`src/design/fp_isa_pkg.sv`:
```
//----------------------------------------------------------
// Instruction-set encodings for the FP non-computational slice
// Funct3 variant codes follow the RISC-V F/D extensions
// Flag positions follow the fflags CSR layout
//----------------------------------------------------------

package fp_isa_pkg;

   // Decoded instruction types handled by this slice
   typedef enum logic [3:0] {
      FSGNJ,
      FMIN_MAX,
      FCMP,
      FCLASS,
      FMV_X2F,
      FMV_F2X
   } fp_op_e;

   typedef enum logic {
      FMT_S,   // Single precision
      FMT_D    // Double precision
   } fp_fmt_e;

   // Funct3 variants
   localparam logic [2:0] FUNCT_J   = 3'b000;
   localparam logic [2:0] FUNCT_JN  = 3'b001;
   localparam logic [2:0] FUNCT_JX  = 3'b010;
   localparam logic [2:0] FUNCT_MIN = 3'b000;
   localparam logic [2:0] FUNCT_MAX = 3'b001;
   localparam logic [2:0] FUNCT_LE  = 3'b000;
   localparam logic [2:0] FUNCT_LT  = 3'b001;
   localparam logic [2:0] FUNCT_EQ  = 3'b010;

   // FCLASS result bits
   localparam int CLASS_NEG_INF  = 0;
   localparam int CLASS_NEG_NORM = 1;
   localparam int CLASS_NEG_SUB  = 2;
   localparam int CLASS_NEG_ZERO = 3;
   localparam int CLASS_POS_ZERO = 4;
   localparam int CLASS_POS_SUB  = 5;
   localparam int CLASS_POS_NORM = 6;
   localparam int CLASS_POS_INF  = 7;
   localparam int CLASS_SNAN     = 8;
   localparam int CLASS_QNAN     = 9;

   localparam int FLAGS_W = 5;
   localparam int FLAG_NV = 4;    // Invalid operation

endpackage

```
`src/design/fp_unit_pkg.sv`:
```
//----------------------------------------------------------
// Sizing constants and internal op codes of the FP slice
// QUEUE_DEPTH must be a power of two
//----------------------------------------------------------

package fp_unit_pkg;

   localparam int XLEN        = 64;
   localparam int REG_W       = 5;
   localparam int QUEUE_DEPTH = 4;
   localparam int EXEC_LAT    = 2;   // Decode register to execute output

   localparam int QPTR_W = $clog2(QUEUE_DEPTH);
   localparam int QCNT_W = $clog2(QUEUE_DEPTH + 1);

   // Operation seen by the execute pipeline
   typedef enum logic [2:0] {
      OP_SGNJ,
      OP_MINMAX,
      OP_CMP,
      OP_CLASS,
      OP_MOVE
   } exec_op_e;

endpackage

```
`src/design/fp_decode.sv`:
```
//----------------------------------------------------------
// Decode stage. The core must keep valid_i low while stall_i
// is high. A flush drops the instruction held in the register
//----------------------------------------------------------
`timescale 1ns/100ps

module fp_decode (
   input  logic                          clk_i,
   input  logic                          reset_i,
   input  logic                          flush_i,
   input  logic                          valid_i,
   input  fp_isa_pkg::fp_op_e            instr_type_i,
   input  fp_isa_pkg::fp_fmt_e           fmt_i,
   input  logic [2:0]                    funct_i,
   input  logic [fp_unit_pkg::REG_W-1:0] rd_i,
   input  logic [fp_unit_pkg::XLEN-1:0]  rs1_data_i,
   input  logic [fp_unit_pkg::XLEN-1:0]  rs2_data_i,
   input  logic                          stall_i,
   output logic                          accept_o,
   output logic                          dec_valid_o,
   output fp_unit_pkg::exec_op_e         dec_op_o,
   output fp_isa_pkg::fp_fmt_e           dec_fmt_o,
   output logic [2:0]                    dec_funct_o,
   output logic [fp_unit_pkg::REG_W-1:0] dec_rd_o,
   output logic                          dec_to_int_o,
   output logic [fp_unit_pkg::XLEN-1:0]  dec_a_o,
   output logic [fp_unit_pkg::XLEN-1:0]  dec_b_o
);

   import fp_isa_pkg::*;
   import fp_unit_pkg::*;

   exec_op_e        op_d;
   logic            to_int_d;
   logic [XLEN-1:0] a_d;

   assign accept_o = valid_i & ~stall_i;

   // Instruction type to internal op and destination file
   always_comb begin
      op_d     = OP_MOVE;
      to_int_d = 1'b0;
      a_d      = rs1_data_i;
      case (instr_type_i)
         FSGNJ:    op_d = OP_SGNJ;
         FMIN_MAX: op_d = OP_MINMAX;
         FCMP: begin
            op_d     = OP_CMP;
            to_int_d = 1'b1;
         end
         FCLASS: begin
            op_d     = OP_CLASS;
            to_int_d = 1'b1;
         end
         FMV_X2F:  op_d = OP_MOVE;
         FMV_F2X: begin
            op_d     = OP_MOVE;
            to_int_d = 1'b1;   // FP bits to integer file
         end
         default:  op_d = OP_MOVE;
      endcase
      if (op_d == OP_MOVE && fmt_i == FMT_S) begin
         a_d = {32'b0, rs1_data_i[31:0]};   // Only the low word moves
      end
   end

   always_ff @(posedge clk_i) begin
      if (reset_i || flush_i) begin
         dec_valid_o <= 1'b0;
      end else begin
         dec_valid_o <= accept_o;
      end
   end

   always_ff @(posedge clk_i) begin
      if (accept_o) begin
         dec_op_o     <= op_d;
         dec_fmt_o    <= fmt_i;
         dec_funct_o  <= funct_i;
         dec_rd_o     <= rd_i;
         dec_to_int_o <= to_int_d;
         dec_a_o      <= a_d;
         dec_b_o      <= rs2_data_i;
      end
   end

   // Issue must honour the queue's back-pressure
   a_no_issue_on_stall: assert property (
      @(posedge clk_i) disable iff (reset_i) stall_i |-> !valid_i
   ) else $error("valid_i raised while stall_i is high");

endmodule

```
`src/design/fp_noncomp_exec.sv`:
```
//----------------------------------------------------------
// Non-computational FP execute, fixed latency EXEC_LAT
// Single-precision operands are read from the low 32 bits
// with no NaN-boxing check
//----------------------------------------------------------
`timescale 1ns/100ps

module fp_noncomp_exec (
   input  logic                               clk_i,
   input  logic                               reset_i,
   input  logic                               flush_i,
   input  logic                               dec_valid_i,
   input  fp_unit_pkg::exec_op_e              dec_op_i,
   input  fp_isa_pkg::fp_fmt_e                dec_fmt_i,
   input  logic [2:0]                         dec_funct_i,
   input  logic [fp_unit_pkg::REG_W-1:0]      dec_rd_i,
   input  logic                               dec_to_int_i,
   input  logic [fp_unit_pkg::XLEN-1:0]       dec_a_i,
   input  logic [fp_unit_pkg::XLEN-1:0]       dec_b_i,
   output logic                               ex_valid_o,
   output logic [fp_unit_pkg::REG_W-1:0]      ex_rd_o,
   output logic                               ex_to_int_o,
   output logic [fp_unit_pkg::XLEN-1:0]       ex_data_o,
   output logic [fp_isa_pkg::FLAGS_W-1:0]     ex_flags_o
);

   import fp_isa_pkg::*;
   import fp_unit_pkg::*;

   typedef struct packed {
      logic sign;
      logic exp_ones;
      logic exp_zero;
      logic man_zero;
      logic quiet;
   } fp_info_t;

   function automatic fp_info_t unpack_op(input logic [XLEN-1:0] x, input fp_fmt_e fmt);
      fp_info_t info;
      if (fmt == FMT_S) begin
         info.sign     = x[31];
         info.exp_ones = &x[30:23];
         info.exp_zero = ~|x[30:23];
         info.man_zero = ~|x[22:0];
         info.quiet    = x[22];
      end else begin
         info.sign     = x[63];
         info.exp_ones = &x[62:52];
         info.exp_zero = ~|x[62:52];
         info.man_zero = ~|x[51:0];
         info.quiet    = x[51];
      end
      return info;
   endfunction

   //----------------------------------------------------------
   // Stage 1 operand unpack
   //----------------------------------------------------------
   logic [EXEC_LAT-1:0] vld_q;   // Valid shift, one bit per stage
   exec_op_e            s1_op;
   fp_fmt_e             s1_fmt;
   logic [2:0]          s1_funct;
   logic [REG_W-1:0]    s1_rd;
   logic                s1_to_int;
   logic [XLEN-1:0]     s1_a, s1_b;
   fp_info_t            s1_ia, s1_ib;

   always_ff @(posedge clk_i) begin
      if (reset_i || flush_i) begin
         vld_q <= '0;
      end else begin
         vld_q <= {vld_q[EXEC_LAT-2:0], dec_valid_i};
      end
   end

   always_ff @(posedge clk_i) begin
      if (dec_valid_i) begin
         s1_op     <= dec_op_i;
         s1_fmt    <= dec_fmt_i;
         s1_funct  <= dec_funct_i;
         s1_rd     <= dec_rd_i;
         s1_to_int <= dec_to_int_i;
         s1_a      <= dec_a_i;
         s1_b      <= dec_b_i;
         s1_ia     <= unpack_op(dec_a_i, dec_fmt_i);
         s1_ib     <= unpack_op(dec_b_i, dec_fmt_i);
      end
   end

   //----------------------------------------------------------
   // Stage 2 result
   //----------------------------------------------------------
   logic               a_nan, b_nan, a_snan, b_snan, both_zero;
   logic               lt_total, lt, eq, res_sign, nv;
   logic [62:0]        mag_a, mag_b;
   logic [XLEN-1:0]    canon_nan, raw, res;
   logic [9:0]         cls;
   logic [FLAGS_W-1:0] flags;

   always_comb begin
      a_nan     = s1_ia.exp_ones & ~s1_ia.man_zero;
      b_nan     = s1_ib.exp_ones & ~s1_ib.man_zero;
      a_snan    = a_nan & ~s1_ia.quiet;
      b_snan    = b_nan & ~s1_ib.quiet;
      both_zero = s1_ia.exp_zero & s1_ia.man_zero & s1_ib.exp_zero & s1_ib.man_zero;
      if (s1_fmt == FMT_S) begin
         mag_a     = {32'b0, s1_a[30:0]};
         mag_b     = {32'b0, s1_b[30:0]};
         canon_nan = {32'b0, 32'h7fc0_0000};
      end else begin
         mag_a     = s1_a[62:0];
         mag_b     = s1_b[62:0];
         canon_nan = 64'h7ff8_0000_0000_0000;
      end

      // Total order with -0 below +0
      if (s1_ia.sign != s1_ib.sign) begin
         lt_total = s1_ia.sign;
      end else if (s1_ia.sign) begin
         lt_total = mag_a > mag_b;
      end else begin
         lt_total = mag_a < mag_b;
      end
      lt = lt_total & ~both_zero;                    // IEEE compare sees +0 == -0
      eq = (mag_a == mag_b && s1_ia.sign == s1_ib.sign) || both_zero;

      cls = '0;
      if (a_nan) begin
         cls[s1_ia.quiet ? CLASS_QNAN : CLASS_SNAN] = 1'b1;
      end else if (s1_ia.exp_ones) begin
         cls[s1_ia.sign ? CLASS_NEG_INF : CLASS_POS_INF] = 1'b1;
      end else if (s1_ia.exp_zero && s1_ia.man_zero) begin
         cls[s1_ia.sign ? CLASS_NEG_ZERO : CLASS_POS_ZERO] = 1'b1;
      end else if (s1_ia.exp_zero) begin
         cls[s1_ia.sign ? CLASS_NEG_SUB : CLASS_POS_SUB] = 1'b1;
      end else begin
         cls[s1_ia.sign ? CLASS_NEG_NORM : CLASS_POS_NORM] = 1'b1;
      end

      raw      = '0;
      nv       = 1'b0;
      res_sign = s1_ib.sign;
      case (s1_op)
         OP_SGNJ: begin
            case (s1_funct)
               FUNCT_JN: res_sign = ~s1_ib.sign;
               FUNCT_JX: res_sign = s1_ia.sign ^ s1_ib.sign;
               default:  res_sign = s1_ib.sign;    // FUNCT_J
            endcase
            raw = s1_a;
            if (s1_fmt == FMT_S) begin
               raw[31] = res_sign;
            end else begin
               raw[63] = res_sign;
            end
         end
         OP_MINMAX: begin
            nv = a_snan | b_snan;
            if (a_nan && b_nan) begin
               raw = canon_nan;
            end else if (a_nan) begin
               raw = s1_b;
            end else if (b_nan) begin
               raw = s1_a;
            end else if ((s1_funct == FUNCT_MAX) ^ lt_total) begin
               raw = s1_a;
            end else begin
               raw = s1_b;
            end
         end
         OP_CMP: begin
            case (s1_funct)
               FUNCT_EQ: begin
                  nv     = a_snan | b_snan;          // Quiet compare
                  raw[0] = eq & ~(a_nan | b_nan);
               end
               FUNCT_LT: begin
                  nv     = a_nan | b_nan;            // Signalling compare
                  raw[0] = lt & ~(a_nan | b_nan);
               end
               FUNCT_LE: begin
                  nv     = a_nan | b_nan;
                  raw[0] = (lt | eq) & ~(a_nan | b_nan);
               end
               default: raw = '0;
            endcase
         end
         OP_CLASS: raw[9:0] = cls;
         default:  raw = s1_a;                       // OP_MOVE
      endcase

      // NaN-box FP results, sign-extend integer ones
      if (s1_fmt == FMT_D) begin
         res = raw;
      end else if (s1_to_int) begin
         res = {{32{raw[31]}}, raw[31:0]};
      end else begin
         res = {32'hffff_ffff, raw[31:0]};
      end
      flags          = '0;
      flags[FLAG_NV] = nv;
   end

   assign ex_valid_o = vld_q[EXEC_LAT-1];

   always_ff @(posedge clk_i) begin
      if (vld_q[0]) begin
         ex_rd_o     <= s1_rd;
         ex_to_int_o <= s1_to_int;
         ex_data_o   <= res;
         ex_flags_o  <= flags;
      end
   end

endmodule

```
`src/design/fp_result_queue.sv`:
```
//----------------------------------------------------------
// In-order result queue with slot reservation at issue
// Reservations cover in-flight work, so pushes never overflow
// Flush empties the buffer and clears every reservation
//----------------------------------------------------------
`timescale 1ns/100ps

module fp_result_queue (
   input  logic                           clk_i,
   input  logic                           reset_i,
   input  logic                           flush_i,
   input  logic                           accept_i,
   input  logic                           stall_wb_i,
   input  logic                           ex_valid_i,
   input  logic [fp_unit_pkg::REG_W-1:0]  ex_rd_i,
   input  logic                           ex_to_int_i,
   input  logic [fp_unit_pkg::XLEN-1:0]   ex_data_i,
   input  logic [fp_isa_pkg::FLAGS_W-1:0] ex_flags_i,
   output logic                           stall_o,
   output logic                           fp_wb_valid_o,
   output logic [fp_unit_pkg::REG_W-1:0]  fp_wb_rd_o,
   output logic [fp_unit_pkg::XLEN-1:0]   fp_wb_data_o,
   output logic [fp_isa_pkg::FLAGS_W-1:0] fp_wb_flags_o,
   output logic                           int_wb_valid_o,
   output logic [fp_unit_pkg::REG_W-1:0]  int_wb_rd_o,
   output logic [fp_unit_pkg::XLEN-1:0]   int_wb_data_o,
   output logic [fp_isa_pkg::FLAGS_W-1:0] int_wb_flags_o
);

   import fp_isa_pkg::*;
   import fp_unit_pkg::*;

   logic [REG_W-1:0]   mem_rd    [QUEUE_DEPTH];
   logic               mem_to_int[QUEUE_DEPTH];
   logic [XLEN-1:0]    mem_data  [QUEUE_DEPTH];
   logic [FLAGS_W-1:0] mem_flags [QUEUE_DEPTH];

   logic [QPTR_W-1:0] head_q, tail_q;
   logic [QCNT_W-1:0] count_q;   // Entries in the buffer
   logic [QCNT_W-1:0] resv_q;    // Accepted and not yet popped
   logic              head_valid, pop;

   assign head_valid = (count_q != '0);
   assign pop        = head_valid & ~stall_wb_i;
   assign stall_o    = (resv_q == QCNT_W'(QUEUE_DEPTH));

   always_ff @(posedge clk_i) begin
      if (reset_i || flush_i) begin
         head_q  <= '0;
         tail_q  <= '0;
         count_q <= '0;
         resv_q  <= '0;
      end else begin
         if (ex_valid_i) tail_q <= tail_q + QPTR_W'(1);
         if (pop)        head_q <= head_q + QPTR_W'(1);
         count_q <= count_q + QCNT_W'(ex_valid_i) - QCNT_W'(pop);
         resv_q  <= resv_q + QCNT_W'(accept_i) - QCNT_W'(pop);
      end
   end

   always_ff @(posedge clk_i) begin
      if (ex_valid_i) begin
         mem_rd[tail_q]     <= ex_rd_i;
         mem_to_int[tail_q] <= ex_to_int_i;
         mem_data[tail_q]   <= ex_data_i;
         mem_flags[tail_q]  <= ex_flags_i;
      end
   end

   // Head steering by destination file
   assign fp_wb_valid_o  = head_valid & ~mem_to_int[head_q];
   assign int_wb_valid_o = head_valid & mem_to_int[head_q];

   assign fp_wb_rd_o     = fp_wb_valid_o  ? mem_rd[head_q]    : '0;
   assign fp_wb_data_o   = fp_wb_valid_o  ? mem_data[head_q]  : '0;
   assign fp_wb_flags_o  = fp_wb_valid_o  ? mem_flags[head_q] : '0;
   assign int_wb_rd_o    = int_wb_valid_o ? mem_rd[head_q]    : '0;
   assign int_wb_data_o  = int_wb_valid_o ? mem_data[head_q]  : '0;
   assign int_wb_flags_o = int_wb_valid_o ? mem_flags[head_q] : '0;

   // Execute only delivers work that reserved a slot
   a_no_push_when_full: assert property (
      @(posedge clk_i) disable iff (reset_i) ex_valid_i |-> count_q != QCNT_W'(QUEUE_DEPTH)
   ) else $error("result pushed into a full queue");

   a_resv_no_underflow: assert property (
      @(posedge clk_i) disable iff (reset_i) pop |-> resv_q != '0
   ) else $error("reservation counter underflow");

endmodule

```
`src/design/fp_unit_top.sv`:
```
//----------------------------------------------------------
// FP non-computational slice. Accept to writeback is three
// cycles with an empty queue and no writeback stall
//----------------------------------------------------------
`timescale 1ns/100ps

module fp_unit_top (
   input  logic                           clk_i,
   input  logic                           reset_i,
   input  logic                           flush_i,
   input  logic                           valid_i,
   input  fp_isa_pkg::fp_op_e             instr_type_i,
   input  fp_isa_pkg::fp_fmt_e            fmt_i,
   input  logic [2:0]                     funct_i,
   input  logic [fp_unit_pkg::REG_W-1:0]  rd_i,
   input  logic [fp_unit_pkg::XLEN-1:0]   rs1_data_i,
   input  logic [fp_unit_pkg::XLEN-1:0]   rs2_data_i,
   input  logic                           stall_wb_i,
   output logic                           stall_o,
   output logic                           fp_wb_valid_o,
   output logic [fp_unit_pkg::REG_W-1:0]  fp_wb_rd_o,
   output logic [fp_unit_pkg::XLEN-1:0]   fp_wb_data_o,
   output logic [fp_isa_pkg::FLAGS_W-1:0] fp_wb_flags_o,
   output logic                           int_wb_valid_o,
   output logic [fp_unit_pkg::REG_W-1:0]  int_wb_rd_o,
   output logic [fp_unit_pkg::XLEN-1:0]   int_wb_data_o,
   output logic [fp_isa_pkg::FLAGS_W-1:0] int_wb_flags_o
);

   import fp_isa_pkg::*;
   import fp_unit_pkg::*;

   // Decode to execute
   logic               accept;
   logic               dec_valid;
   exec_op_e           dec_op;
   fp_fmt_e            dec_fmt;
   logic [2:0]         dec_funct;
   logic [REG_W-1:0]   dec_rd;
   logic               dec_to_int;
   logic [XLEN-1:0]    dec_a, dec_b;

   // Execute to queue
   logic               ex_valid;
   logic [REG_W-1:0]   ex_rd;
   logic               ex_to_int;
   logic [XLEN-1:0]    ex_data;
   logic [FLAGS_W-1:0] ex_flags;

   fp_decode i_decode (
      .clk_i        (clk_i),
      .reset_i      (reset_i),
      .flush_i      (flush_i),
      .valid_i      (valid_i),
      .instr_type_i (instr_type_i),
      .fmt_i        (fmt_i),
      .funct_i      (funct_i),
      .rd_i         (rd_i),
      .rs1_data_i   (rs1_data_i),
      .rs2_data_i   (rs2_data_i),
      .stall_i      (stall_o),
      .accept_o     (accept),
      .dec_valid_o  (dec_valid),
      .dec_op_o     (dec_op),
      .dec_fmt_o    (dec_fmt),
      .dec_funct_o  (dec_funct),
      .dec_rd_o     (dec_rd),
      .dec_to_int_o (dec_to_int),
      .dec_a_o      (dec_a),
      .dec_b_o      (dec_b)
   );

   fp_noncomp_exec i_exec (
      .clk_i        (clk_i),
      .reset_i      (reset_i),
      .flush_i      (flush_i),
      .dec_valid_i  (dec_valid),
      .dec_op_i     (dec_op),
      .dec_fmt_i    (dec_fmt),
      .dec_funct_i  (dec_funct),
      .dec_rd_i     (dec_rd),
      .dec_to_int_i (dec_to_int),
      .dec_a_i      (dec_a),
      .dec_b_i      (dec_b),
      .ex_valid_o   (ex_valid),
      .ex_rd_o      (ex_rd),
      .ex_to_int_o  (ex_to_int),
      .ex_data_o    (ex_data),
      .ex_flags_o   (ex_flags)
   );

   fp_result_queue i_queue (
      .clk_i          (clk_i),
      .reset_i        (reset_i),
      .flush_i        (flush_i),
      .accept_i       (accept),
      .stall_wb_i     (stall_wb_i),
      .ex_valid_i     (ex_valid),
      .ex_rd_i        (ex_rd),
      .ex_to_int_i    (ex_to_int),
      .ex_data_i      (ex_data),
      .ex_flags_i     (ex_flags),
      .stall_o        (stall_o),
      .fp_wb_valid_o  (fp_wb_valid_o),
      .fp_wb_rd_o     (fp_wb_rd_o),
      .fp_wb_data_o   (fp_wb_data_o),
      .fp_wb_flags_o  (fp_wb_flags_o),
      .int_wb_valid_o (int_wb_valid_o),
      .int_wb_rd_o    (int_wb_rd_o),
      .int_wb_data_o  (int_wb_data_o),
      .int_wb_flags_o (int_wb_flags_o)
   );

endmodule

```
`config.mk`:
```
export PLATFORM = sky130hd
export DESIGN_NAME = fp_unit_top
export DESIGN_NICKNAME = d
export VERILOG_FILES = /design/src/design/fp_isa_pkg.sv /design/src/design/fp_unit_pkg.sv /design/src/design/fp_decode.sv /design/src/design/fp_noncomp_exec.sv /design/src/design/fp_result_queue.sv /design/src/design/fp_unit_top.sv
export SDC_FILE = /design/constraint.sdc
export NUM_CORES = 1
export LEC_CHECK = 0
export BUFFER_PORTS_ARGS = -buffer_cell sky130_fd_sc_hd__buf_2
export CORE_MARGIN = 3
export CORE_UTILIZATION = 58
export CTS_BUF_LIST = sky130_fd_sc_hd__clkbuf_2
export CTS_CLUSTER_DIAMETER = 30
export DETAILED_ROUTE_END_ITERATION = 10
export GPL_ROUTABILITY_DRIVEN = 0
export GPL_TIMING_DRIVEN = 0
export HOLD_SLACK_MARGIN = 0.05
export PLACE_DENSITY_LB_ADDON = 0.25
export SYNTH_ARGS = -nofsm -noshare
export SYNTH_HDL_FRONTEND = slang
export SYNTH_SLANG_ARGS = --single-unit
```
`constraint.sdc`:
```
create_clock -name clk_i -period 20.3 [get_ports clk_i]
set_input_delay 1.015 -clock clk_i [delete_from_list [all_inputs] [get_ports clk_i]]
set_output_delay 1.015 -clock clk_i [all_outputs]
set_load 0.1 [all_outputs]
```
==> results.txt <==
* Result of the run: finished clean
* Primary FF master, synth: edfxtp_1
- RSZ-0062 raised after global routing: false
- For the final database, setup skew stands at 0.0795 ns.
- Required time of the worst setup path: 19.29 ns
- The worst setup path is of the flip-flop to primary output kind.
- The worst setup path is captured at a primary output.
- Pin placement for this block handled 297 I/O pins.
* Post-synth EDFFs: around 650
- Largest net degree at the start of global routing: just under 80
- Counting flops with an async set or reset pin after synthesis yields a share of 0%.
- After clock tree synthesis, the clock-pin slew on the worst setup and hold paths is 0.11 ns.
* Num rows: 77
- Overall via count from detail_route: around 16000
- Post-CTS repair changed the size of 0 cells.
- Number of vias per cell: between 5 and 6
- For this configuration, the core starts out at a cell density of 59.5%.
- The first global-routing pass estimated between 90000 and 100000 um of wire.
- Setup fix buffers added after clock tree synthesis: 0
* Starting DRT DRC Count: 1304
- In the final layout, the share of cells above drive strength 1 is 28.1%.
* Total clock buffers created by CTS: 160
- Design Power: roughly 2.5 mW
* Final Net Count: 2437
* Relative max-transition margin: approximately 29%
- Total wirelength of the detailed-routed design: 60600 um
* Count of distinct cell types in the synthesized netlist: 60
- Number of antenna violations at the first check in global routing: 3
* Gate count after technology mapping: 1603
* Number of iterations in the first detailed-routing pass: 5
* Vias in the first global route: 16300
- For the pin with the worst max-slew slack, the measured transition is between 1 and 1.5 ns.
- Max-slew violation count: 0
- The count of nets left with antenna violations once routing finished came out at 0.
* Synthesized area per cell: 16.6 sq um
* Flops & latches, synth: 662
- Standard cell area after detailed placement: 29200 sq um
* Count of input and output buffers: approximately 290
- Dividing total power by cell area gives a power density of 79.2 nW/um^2.
- CTS built an H-tree with a depth of 4.
- Final Instance Area: about 32000 sq um
- Final setup vio count: 0
* Number of sinks driven by the clock tree: 662
- Summed over all layers, the global routing overflow is 0.
- Class of the tightest hold or removal check: flip-flop to flip-flop
- The worst setup path is launched from a flip-flop.
- Maximum number of buffers from clock root to sink: 3
- At the worst endpoint, the arrival time is 4.71 ns.
- HPWL after detailed placement: 41000 um
* Post-synthesis sequential area ratio: 74.0%
* Insertion delay to the later sink of the worst-skew pair: 1.30 ns
- For the finished layout, the period the worst path requires is 5.73 ns.
- Global routing used 25.7% of the available tracks.
- Die Height: approximately 220 um
- Clock tree from TritonCTS: yes
- Drc violations: 0
* Count of warnings emitted by yosys: 0
- Based on the critical path, the design can be clocked at up to ~0.17 GHz.
- In this run the clock root is driven by a clkbuf_2.
- After detailed routing, the average wire length per cell comes to around 21 um.
- The count of final hold-check violations came to 0.
- After routing, the total negative slack on setup checks comes to 0 ns.
* Leakage Power: 12.1 nW
- The floorplan step set the die width to 220 um.
- DIE AREA: roughly 49000 sq um
- Area Growth Syn to Fin: 20.6%
- After layout, the worst path uses 28.2% of the clock period.
- Maximum capacitance violations: 0
* Post-synth design cell area: 26700 sq um
- Core region area: 44800 sq um
- CP Max Fanout: 10
- Worst IR Drop VDD: roughly 48 uV
[final cells by class]
class | instances | area, sq um
clock buffer | 230 | 1150
clock inverter | 52 | 347
sequential | 662 | 19700
multi-input combinational | 835 | 6500
inverter | 42 | 158
fill | 2925 | 12700
buffer | 71 | 314
timing repair buffer | 446 | 3190
tap | 592 | 741
antenna | 4 | 10.0
[sequential cells by signal, indices dropped and copies added (netlist names), 4 cells and up, named ones only]
| name | flops |
|---|---|
| i_queue.mem_data | 256 |
| i_decode.dec_a_o | 64 |
| i_decode.dec_b_o | 64 |
| i_exec.ex_data_o | 64 |
| i_exec.s1_a | 64 |
| i_exec.s1_b | 64 |
| i_queue.mem_rd | 20 |
| i_decode.dec_rd_o | 5 |
| i_exec.ex_rd_o | 5 |
| i_exec.s1_ia | 5 |
| i_exec.s1_ib | 5 |
| i_exec.s1_rd | 5 |
| i_queue.mem_flags | 4 |
| i_queue.mem_to_int | 4 |
[timing repair]
item / in CTS / in global routing
setup endpoints to repair: 0 / 0
endpoints found under the hold margin: 152 / 0
hold buffers: 147 / 0
[cell usage after synthesis (5+ instances only)]
cell | count | area [sq um]
o21ai_0 | 53 | 265
mux2_2 | 5 | 56.3
a21oi_1 | 38 | 190
nor3b_1 | 5 | 37.5
buf_4 | 9 | 67.6
nor3_1 | 14 | 70.1
nor2b_1 | 6 | 37.5
buf_1 | 9 | 33.8
nand2_1 | 132 | 495
nand3_1 | 23 | 115
a211oi_1 | 7 | 52.6
nand2b_1 | 7 | 43.8
clkbuf_1 | 47 | 176
and2_1 | 217 | 1360
ha_1 | 71 | 888
mux4_2 | 71 | 1600
edfxtp_1 | 647 | 19400
xor2_1 | 6 | 52.6
nor4_1 | 31 | 194
dfxtp_1 | 15 | 300
nor2_1 | 29 | 109
buf_2 | 5 | 25.0
o211ai_1 | 21 | 158
inv_1 | 42 | 158
nand4_1 | 24 | 150
[worst max-delay path, stage by stage, from the launching register on]
cell      delay [ns]
dfxtp_1         0.33
clkbuf_1        0.41
mux4_2          0.59
nor2_1          0.82
clkbuf_1        0.54
and2_1          0.28
buf_2           0.45
[where the power goes]
| part | leakage, nW | internal [mW] | switching [mW] |
|---|---|---|---|
| registers | 6.11 | 1.53 | 0.0209 |
| logic | 4.84 | 0.0537 | 0.0688 |
| clock network | 1.13 | 0.368 | 0.508 |
[cells in the final DEF, fill, tap and decap left out, types with 8 or more instances in the layout]
| cell | n |
|---|---|
| edfxtp_1 | 647 |
| buf_2 | 293 |
| clkbuf_2 | 230 |
| and2_1 | 213 |
| dlygate4sd3_1 | 147 |
| nand2_1 | 132 |
| mux4_2 | 71 |
| ha_1 | 71 |
| o21ai_0 | 53 |
| clkbuf_1 | 47 |
| inv_1 | 42 |
| a21oi_1 | 38 |
| nor4_1 | 31 |
| clkinv_1 | 30 |
| nor2_1 | 29 |
| nand4_1 | 24 |
| nand3_1 | 23 |
| o211ai_1 | 21 |
| nor3_1 | 14 |
| dfxtp_1 | 13 |
| clkinv_2 | 10 |
| buf_1 | 9 |
| buf_4 | 9 |
| conb_1 | 8 |
[kinds of logic after synthesis]
family	count (synthesis)	synth area share (%)
AOI/OAI and AO/OA	159	3.73
xor gates and xnor gates	10	0.329
adders and majority gates	73	3.48
buffers and inverters	113	1.77
DFF	662	74.0
muxes	78	6.29
other	1	0.0141
and+or+nand+nor	507	10.4
[metal layers]
layer  global-route usage, %  up-vias  share of wire (%)
met5                       0        -                  0
met4                    11.2        0                3.2
met3                    6.50      122                7.4
met2                    41.5      747                 50
met1                    33.8     7788                 39
li1                        -     7479                  -
[final timing paths]
kind | end | slack [ns] | start | cells after the start
hold reg to reg | i_exec.s1_op[1] | 0.38 | i_decode.dec_op_o[1] | 0
hold / removal | i_exec.s1_op[1] | 0.38 | i_decode.dec_op_o[1] | 0
setup reg to reg | i_exec.ex_data_o[20] | 14.77 | i_exec.s1_fmt | 15
setup / recovery | fp_wb_data_o[39] | 14.57 | flip-flop | 6
[metrics by stage]
step	hold slack (ns)	setup slack [ns]	util (%)	cells
finish	0.379	14.57	71.7	2934
floorplan	0.400	11.08	-	1610
detailed placement	0.405	14.91	65.1	2501
global placement	0.405	8.52	64.4	2490
CTS	0.191	14.23	71.7	2930
global route	0.262	14.23	71.7	2934
No activity file was read; power rests on OpenSTA's default activity.
